**config.mk**
```make
export PLATFORM = sky130hd
export DESIGN_NAME = pair_dispatcher
export DESIGN_NICKNAME = d
export VERILOG_FILES = /design/src/md_filter_pkg.sv /design/src/pair_dispatcher.sv
export SDC_FILE = /design/constraint.sdc
export NUM_CORES = 1
export LEC_CHECK = 0
export ABC_AREA = 1
export BUFFER_PORTS_ARGS = -buffer_cell sky130_fd_sc_hd__buf_4
export CORE_MARGIN = 8
export CORE_UTILIZATION = 45
export DETAILED_ROUTE_END_ITERATION = 8
export PLACE_DENSITY = 0.84
export SLEW_MARGIN = 20
export SYNTH_ARGS = -nofsm -noshare
export SYNTH_HDL_FRONTEND = slang
export SYNTH_SLANG_ARGS = --single-unit
```
**constraint.sdc**
```tcl
create_clock -name clk -period 5.9 [get_ports clk]
set_input_delay 0.59 -clock clk [delete_from_list [all_inputs] [get_ports clk]]
set_output_delay 0.59 -clock clk [all_outputs]
set_load 0.1 [all_outputs]
```
**src/md_filter_pkg.sv**
```systemverilog
`default_nettype none

package md_filter_pkg;

	// Lane count and datapath widths
	localparam int NUM_FILTER = 8;
	localparam int LANE_WIDTH = $clog2(NUM_FILTER);
	localparam int POS_WIDTH = 16;
	localparam int ID_WIDTH = 16;
	localparam int R2_WIDTH = 32;

	// Half-width of the cutoff cube
	localparam int CUTOFF = 2048;

	localparam int FIFO_DEPTH = 16;
	localparam int FIFO_ADDR_WIDTH = $clog2(FIFO_DEPTH);
	// Leaves room for the three pairs in flight ahead of a FIFO write
	localparam int ALMOST_FULL_LEVEL = FIFO_DEPTH - 4;

	typedef struct packed {
		logic [ID_WIDTH-1:0] ref_id;
		logic [ID_WIDTH-1:0] nb_id;
		logic [POS_WIDTH-1:0] ref_x;
		logic [POS_WIDTH-1:0] ref_y;
		logic [POS_WIDTH-1:0] ref_z;
		logic [POS_WIDTH-1:0] nb_x;
		logic [POS_WIDTH-1:0] nb_y;
		logic [POS_WIDTH-1:0] nb_z;
	} pair_t;

	// Displacements are neighbor minus reference
	typedef struct packed {
		logic [ID_WIDTH-1:0] ref_id;
		logic [ID_WIDTH-1:0] nb_id;
		logic signed [POS_WIDTH-1:0] dx;
		logic signed [POS_WIDTH-1:0] dy;
		logic signed [POS_WIDTH-1:0] dz;
	} disp_t;

	typedef enum logic {
		ARB_IDLE,
		ARB_GRANT
	} arb_state_e;

endpackage

`default_nettype wire

```
**src/pair_dispatcher.sv**
```systemverilog
`timescale 1ns/100ps
`default_nettype none

module pair_dispatcher
(
	input  logic                                  clk,
	input  logic                                  rst,
	input  logic                                  in_valid,
	input  md_filter_pkg::pair_t                  in_pair,
	input  logic [md_filter_pkg::NUM_FILTER-1:0]  almost_full,
	output logic [md_filter_pkg::NUM_FILTER-1:0]  lane_valid,
	output md_filter_pkg::pair_t                  lane_pair,
	output logic                                  back_pressure
);

	// One-hot pointer to the lane that gets the next pair
	logic [md_filter_pkg::NUM_FILTER-1:0] rot_ptr;
	logic accept;

	assign back_pressure = |almost_full;
	assign accept = in_valid && !back_pressure;

	always_ff @(posedge clk)
	begin
		if (rst)
		begin
			lane_valid <= '0;
			rot_ptr <= {{(md_filter_pkg::NUM_FILTER-1){1'b0}}, 1'b1};
		end
		else
		begin
			if (accept)
			begin
				lane_valid <= rot_ptr;
				rot_ptr <= {rot_ptr[md_filter_pkg::NUM_FILTER-2:0],
					rot_ptr[md_filter_pkg::NUM_FILTER-1]};
			end
			else
			begin
				lane_valid <= '0;
			end
		end
	end

	// Shared by all lanes, only the strobe selects
	always_ff @(posedge clk)
	begin
		if (accept)
		begin
			lane_pair <= in_pair;
		end
	end

endmodule

`default_nettype wire

```
-- After elaboration in Yosys (flattened, before gate mapping)
Index checks and enable logic that the tools add are counted.
- register bits: 144
- latch bits: 0
- RAM bits: 0
- bits in read-only memories: 0
- input bits: 139
- output and inout bits: 137
- word-level logic and storage cells: 15
- memories: 0
- add/subtract/negate cells: 0
- $mul: 0
- div/mod/pow operators: 0
- magnitude comparators: 0
- equality and inequality tests: 0
- shifts and indexed selects: 0
- muxes and demuxes: 0
- bitwise gates (word level): 1
- reduce and logical (&&, ||, !) cells: 4
- operators by type and width (kind ; count):
    $reduce_or 8->1 ; 1
    $reduce_or 2->1 ; 1
    $logic_and 1x1->1 ; 1
    $logic_not 1->1 ; 1
    $not 1->1 ; 1

-- Logic depth before layout (Yosys ltp)
Gate-level depths: netlist of the first run.
- depth in word-level cells: 5
- mapped depth: 7
- gate-level depth less buffers: 6

-- Worst setup path before layout of the first run
Ideal clock, no wire load.
- path kind: in2reg
- start point: in almost_full[1] (netlist name)
- end point: reg lane_pair[0] (netlist name) (enable)
- library setup time: 0.424 ns
- data arrival time: 2.519 ns
- data required time: 5.476 ns
- setup slack: 2.957 ns
- stages on the path: 6
- buffers on the path: 1
- cell sequence: nor2_1 > nand2_1 > nor2_8 > nand2_4 > buf_6 > inv_2
- cells in the longest elaborated chain, start to end: 3
- RTL lines (what ; RTL line ; text):
    start, declared ; pair_dispatcher.sv:10 ; input logic [md_filter_pkg::NUM_FILTER-1:0] almost_full,
    $reduce_or 8->1 ; pair_dispatcher.sv:20 ; assign back_pressure = |almost_full;
    $logic_not 1->1 ; pair_dispatcher.sv:21 ; assign accept = in_valid && !back_pressure;
    $logic_and 1x1->1 ; pair_dispatcher.sv:21 ;
    via accept ; pair_dispatcher.sv:18 ; logic accept;
    end signal, assigned ; pair_dispatcher.sv:50 ; lane_pair <= in_pair;
    end, declared ; pair_dispatcher.sv:12 ; output md_filter_pkg::pair_t lane_pair,
The timed path passes the listed nets, and every way through them passes these cells.
A chain may end at the register's enable or synchronous reset.

-- Final worst setup path of the first run
- start point: in almost_full[5] (netlist name)
- end point: reg lane_pair[44] (netlist name) (enable)
Same word-level chain as after synthesis.

==> impl_metrics.toml, run 1 <==
[pwr]
p_leak_uw = 0.003078
total_power_uw = 2223
clkPwrFrac = 0.459
p_comb_frac = 0.041
p_int_uw = 1808
power_switching_uw = 414.3
swShare = 0.1864
vdd_drop_max_mv = 0.2203
p_per_area_nw_per_um2 = 308.3
p_seq_frac = 0.500

[placed_design]
portBuffers = 275
dp.cells = 598
gp_congestion = 0.8250
placed_cell_area_um2 = 6643
dp_hpwl_um = 10530

[min_path]
min_path_type = "in2reg"
hp-start = "in_pair[89]"

[final_layout]
layout-drive-gt1-share = 0.6290
area_growth_syn_to_layout_pct = 63.00
nNetsFinal = 623
diodes = 0
final_util = 0.7479
fin_cells = 629
final_common_cell = "buf_4"
fin_area_um2 = 7209
layout_common_cells = "buf_4, edfxtp_1, clkbuf_16, dfxtp_1, inv_1"

[worst_setup_path]
critPathLaunchType = "primary input"
startpoint = "almost_full[5]"
rr_startpoint = "rot_ptr[7]$_SDFFE_PP0P_"
end_kind = "flip-flop"
worstPathRequired_ns = 6.05
arrival_ns = 2.63
worst-path-max-fanout = 77
crit_type = "in2reg"
rrSetupSlack_ns = 5.14

[logic_synthesis]
synth_area_per_cell_um2 = 23.04
synth_mux_area_frac = 0
synth_fa_ha_area_frac = 0
yosysWarnings = 0
synth_cells = 192
synth-simple-area-share = 0.04243
synth_nets = 331
synth_top_family_by_area = "simple AND/OR/NAND/NOR gates"
synth_compound_area_frac = 0.001980
ys_ff_latch = 144
synth_sequential_area_ratio = 0.9414
mappedNetlistArea_um2 = 4423
synth.distinct_cells = 16
yosys.area_share.xor_xnor = 0

[route]
vias_per_cell = 4.615
dr_total_vias = 2903
drtIter0Drc = 187
drt_first_pass_iters = 5
wl_um = 13440
postRouteAntennaNets = 0
avgRoutedWirePerCell_um = 21.36
drc_errors = 0

[clock_tree]
cts_tree = "yes"
cts_buffers = 17
postCtsHoldBufs = 0
clock_latency_ns = 0.51
clkSlewWorstSetupHoldPaths_ns = 0.06
clockBufferDepth = 2
postCtsSetupRepairBufs = 0
cts.root.buffer_cell = "clkbuf_8"
cts_resized = 0
htreeDepth = 4
numClockSinks = 144

[floorplanning]
die_area_um2 = 13260
initial_core_util = 0.4589
rows = 36
ios = 276
core_um2 = 9639
die_w_um = 115.1
dieHeight_um = 115.1

[sta]
slew_headroom = 0.3692
tightest_slew_ns = 0.9462
rsz0062_at_grt = "false"
skew_ns = 0.006533
maxSlewViolCount = 0
period_needed_ns = 2.481
finalCritPeriodShare = 0.4205
totalNegativeSetupSlack_ns = 0
hold_violations = 0
fmax_mhz = 403.1
setup_viol = 0

[global_routing]
grt_max_degree = 78
grt_pass1_wl_um = 18730
overflow = 0
grt_pass1_vias = 3129
grt_util_all_layers = 0.1989
antenna_found_initial = 0

[run]
drv_cap = 0

[status]
run_status = "completed"
-- per-stage QoR --
stage	worst slack (ns)	hold slack, ns
6_report	3.419	0.2475
5_1_grt	3.231	0.2178
4_1_cts	3.397	0.2188
2_1_floorplan	2.957	0.4374
3_5_place_dp	2.843	0.4549
3_3_place_gp	2.970	0.4514
-- kinds of logic (layout without fill, tap and decap cells) --
kind of cell / after synthesis / after routing
AO/OA/AOI/OAI: 1 / 1
buffers and inverters: 14 / 318
flip-flops: 144 / 144
AND/OR/NAND/NOR: 33 / 33
-- critical path, stage by stage --
cell and delay [ns]:
buf_4 0.11, nor2_1 0.10, nand2_1 0.13, nor2_8 0.18, nand2_4 0.13, inv_4 0.68, buf_4 0.67
-- synth_stat cells, drive strengths merged --
cell type  instances  share of area
buf                3         0.0048
dfxtp             16          0.072
edfxtp           128           0.87
inv               11         0.0093
nand2             12          0.013
nand3              8          0.010
nand4              6         0.0085
nor2               7          0.011
o21ai              1         0.0020
-- per-layer routing --
layer | up-vias | track usage | routed length (um)
met3 | 18 | 0.08246 | 1263
met5 | - | 0 | 0
met1 | 1391 | 0.1867 | 4503
met4 | 0 | 0.08056 | 253
li1 | 1315 | - | -
met2 | 179 | 0.3718 | 7417
-- power by group through the flow --
stage               registers [uW]  clock network, uW  logic, uW
floorplan                     1150                  0       4.64
global placement              1130                  0       88.2
detailed placement            1130                  0       91.4
CTS                           1110               1040       92.1
global route                  1110               1080       96.5
finish                        1110               1020       91.4
-- sequential cells by signal, indices dropped and copies added (netlist names) --
signal      cells
lane_pair     128
rot_ptr         8
lane_valid      8
-- path summary, 6_finish.rpt --
check	endpoint	cells past startpoint
setup / recovery	lane_pair[44]$_DFFE_PP_	7
hold / removal	lane_pair[89]$_DFFE_PP_	1
setup reg to reg	rot_ptr[0]$_SDFFE_PP1P_	4
hold reg to reg	rot_ptr[6]$_SDFFE_PP0P_	2
-- cell type report --
| type | instances | area [um2] |
|---|---|---|
| clock buffers | 20 | 425.4 |
| clock inverters | 11 | 141.4 |
| fillers | 606 | 2430 |
| inverters | 11 | 43.79 |
| multi-input cells | 34 | 196.4 |
| flip-flops and latches | 144 | 4164 |
| well taps | 133 | 166.4 |
| repair buffers | 276 | 2072 |
Note: power is estimated with default switching activity, not from simulation.
==> inputs of run 2 (changes only) <==
--- a/config.mk
+++ b/config.mk
@@ -8,9 +8,9 @@
 export ABC_AREA = 1
 export BUFFER_PORTS_ARGS = -buffer_cell sky130_fd_sc_hd__buf_4
 export CORE_MARGIN = 8
-export CORE_UTILIZATION = 45
+export CORE_UTILIZATION = 42
 export DETAILED_ROUTE_END_ITERATION = 8
-export PLACE_DENSITY = 0.84
+export PLACE_DENSITY = 0.79
 export SLEW_MARGIN = 20
 export SYNTH_ARGS = -nofsm -noshare
 export SYNTH_HDL_FRONTEND = slang
==> constraint.sdc (replaced) <==
create_clock -name clk -period 2.5 [get_ports clk]
set_input_delay 0.25 -clock clk [delete_from_list [all_inputs] [get_ports clk]]
set_output_delay 0.25 -clock clk [all_outputs]
set_load 0.1 [all_outputs]
==> impl_metrics.toml, run 2 <==
[logic_synthesis]
ys_top_cells_by_area = "edfxtp_1, dfxtp_1, inv_1, nand4_1, nand3_1"
synth_cells = 192
synth_commonest_cells = "edfxtp_1, dfxtp_1, inv_1, nand2_1, nand3_1"
synthArstFlopShare = 0
synth_top_area_share = 0.8690
synth.most_common_cell = "edfxtp_1"
synth_area_per_cell_um2 = 23.04
ys_ff_latch = 144
yosys.area.top_type = "edfxtp_1"
synth_ff_type = "edfxtp_1"
mappedNetlistArea_um2 = 4423
synth_nets = 331
synth_edf_count = 128
synth.distinct_cells = 16
yosysWarnings = 0
synth_sequential_area_ratio = 0.9414

[status]
haltStage = "clock tree synthesis"
run_status = "stopped before the end"
tool.error = "[ERROR RSZ-0060] Max buffer count reached."

[clock_tree]
cts_buffers = 17
postCtsSetupRepairBufs = 0
numClockSinks = 144
clockBufferDepth = 2
htreeDepth = 4
cts_resized = 0
postCtsHoldBufs = 128
cts.root.buffer_cell = "clkbuf_8"

[floorplanning]
initial_core_util = 0.4304
dieHeight_um = 118.6
ios = 276
die_w_um = 118.6
rows = 37

[placed_design]
portBuffers = 275
dp_hpwl_um = 10010
gp_congestion = 0.7841
-- run 2: cell counts after synthesis --
Identical to the previous run, type by type.
-- run 2: cell families after synthesis --
family / after synthesis / share of synthesized area
compound gates: 1 / 0.001981
buf+inv: 14 / 0.01414
flops: 144 / 0.9414
simple gates: 33 / 0.04243
-- run 2: metrics by stage --
stage	hold WS, ns	std cells	cell area [um2]	setup slack [ns]	utilization
detailed placement	0.4292	602	6679	0.7663	0.6499
global placement	0.4279	602	6679	0.8085	0.6499
floorplan	0.3489	192	4425	0.4781	-
==> inputs of run 3 (changes only) <==
--- a/config.mk
+++ b/config.mk
@@ -8,9 +8,9 @@
 export ABC_AREA = 1
 export BUFFER_PORTS_ARGS = -buffer_cell sky130_fd_sc_hd__buf_4
 export CORE_MARGIN = 8
-export CORE_UTILIZATION = 42
+export CORE_UTILIZATION = 40
 export DETAILED_ROUTE_END_ITERATION = 8
-export PLACE_DENSITY = 0.79
+export PLACE_DENSITY_LB_ADDON = 0.15
 export SLEW_MARGIN = 20
 export SYNTH_ARGS = -nofsm -noshare
 export SYNTH_HDL_FRONTEND = slang
==> impl_metrics.toml, run 3 (same netlist as run 1, synthesis figures left out) <==
[route]
dr_total_vias = 3426
vias_per_cell = 4.455
postRouteAntennaNets = 0
drtIter0Drc = 231
wl_um = 15870
drt_first_pass_iters = 4
drc_errors = 0
avgRoutedWirePerCell_um = 20.63

[clock_tree]
clkSlewWorstSetupHoldPaths_ns = 0.06
cts.root.buffer_cell = "clkbuf_8"
cts_resized = 0
numClockSinks = 144
clockBufferDepth = 2
cts_buffers = 17
cts_tree = "yes"
htreeDepth = 4
clock_latency_ns = 0.51

[sta]
maxSlewViolCount = 0
fmax_mhz = 694.1
period_needed_ns = 1.441
hold_violations = 0
slew_headroom = 0.7072
rsz0062_at_grt = "false"
finalCritPeriodShare = 0.5763
skew_ns = 0.005506
tightest_slew_ns = 0.4391
totalNegativeSetupSlack_ns = 0
setup_viol = 0

[worst_setup_path]
worstPathRequired_ns = 2.25
rr_startpoint = "rot_ptr[7]$_SDFFE_PP0P_"
worst-path-max-fanout = 1
critPathSlowestCell = "edfxtp_1"
crit_type = "reg2out"
crit_chain = "buf_4"
arrival_ns = 1.19
crit_family = "flip-flops"
reg2reg_to = "rot_ptr[0]$_SDFFE_PP1P_"
reg2regPathDepth = 4
rrSetupSlack_ns = 1.72
end_kind = "output port"
critPathLaunchType = "flip-flop"
cp_slowest_stage_delay_ns = 0.38
path_buf_inv = 1
startpoint = "lane_pair[17]$_DFFE_PP_"

[final_layout]
largest_reg_flops = 128
area_growth_syn_to_layout_pct = 94.23
top_regs = "lane_pair x128, lane_valid x8, rot_ptr x8"
diodes = 0
layout-drive-gt1-share = 0.5056
nNetsFinal = 755
final_util = 0.7960
n_fill_cell = 566
largest_register = "lane_pair"
layout_common_cells = "buf_4, dlygate4sd3_1, edfxtp_1"
final_common_cell = "buf_4"

[placed_design]
portBuffers = 275
gp_congestion = 0.7954
dp_hpwl_um = 10500

[pwr]
vdd_drop_max_mv = 0.4305
p_leak_uw = 0.003660
p_per_area_nw_per_um2 = 649.5

[global_routing]
overflow = 0
grt_pass1_wl_um = 23040
grt_max_degree = 36
antenna_found_initial = 0
grt_pass1_vias = 3715
grt_util_all_layers = 0.2171

[floorplanning]
core_um2 = 10790
die_area_um2 = 14680
initial_core_util = 0.4098
die_w_um = 121.2
ios = 276
rows = 38
dieHeight_um = 121.2

[min_path]
worstHoldEndpoint = "lane_valid[7]$_SDFF_PP0_"
hp-start = "in_valid"
min_path_type = "in2reg"
hold_depth = 3

[run]
drv_cap = 0

[status]
run_status = "completed"
[run 3: timing repair]
action	in CTS	in global routing
buffers inserted	0	0
hold buffers	128	0
hold endpoints to repair	128	0
[run 3: stage by stage]
stage	setup slack, ns	power, uW	hold WS [ns]	std cells	cell area, um2
2_1_floorplan	0.4781	2714	0.3489	192	4425
3_3_place_gp	0.6317	2882	0.4281	609	6706
3_5_place_dp	0.5822	2887	0.4294	609	6706
4_1_cts	1.052	5608	0.02226	769	8591
5_1_grt	1.011	5743	0.06869	769	8591
6_report	1.059	5580	0.06926	769	8591
[run 3: where the power goes]
group          leakage, uW  total, uW  internal (uW)  switching [uW]
sequential         0.00128       2620           2620            1.44
combinational      0.00209        394            272             122
clock             0.000292       2560           1640             923
[run 3: cell type report]
class | instances | area (um2) | share of cell area
Inverter | 11 | 43.79 | 0.005098
Timing Repair Buffer | 408 | 3408 | 0.3967
Clock inverter | 11 | 163.9 | 0.01908
Tap cell | 140 | 175.2 | 0.02039
Sequential cell | 144 | 4164 | 0.4847
Clock buffer | 21 | 439.2 | 0.05112
Multi-Input combinational cell | 34 | 196.4 | 0.02287
[run 3: how the worst max path moves through the flow]
stage / depth (start not counted) / endpoint
final: 1 / lane_pair[17]
after global routing: 1 / lane_pair[17]
after CTS: 1 / lane_pair[73]
after detailed placement: 7 / lane_pair[7]$_DFFE_PP_
after global placement: 7 / lane_pair[101]$_DFFE_PP_
after floorplan: 6 / lane_pair[0]$_DFFE_PP_
[run 3: per-layer routing]
layer / routed length, um / vias up / part of all wire / GRT usage
met5: 0 / - / 0 / 0
met1: 5327 / 1651 / 0.34 / 0.2153
li1: - / 1582 / - / -
met2: 8759 / 170 / 0.55 / 0.3969
met4: 367 / 0 / 0.023 / 0.1002
met3: 1414 / 23 / 0.089 / 0.07725
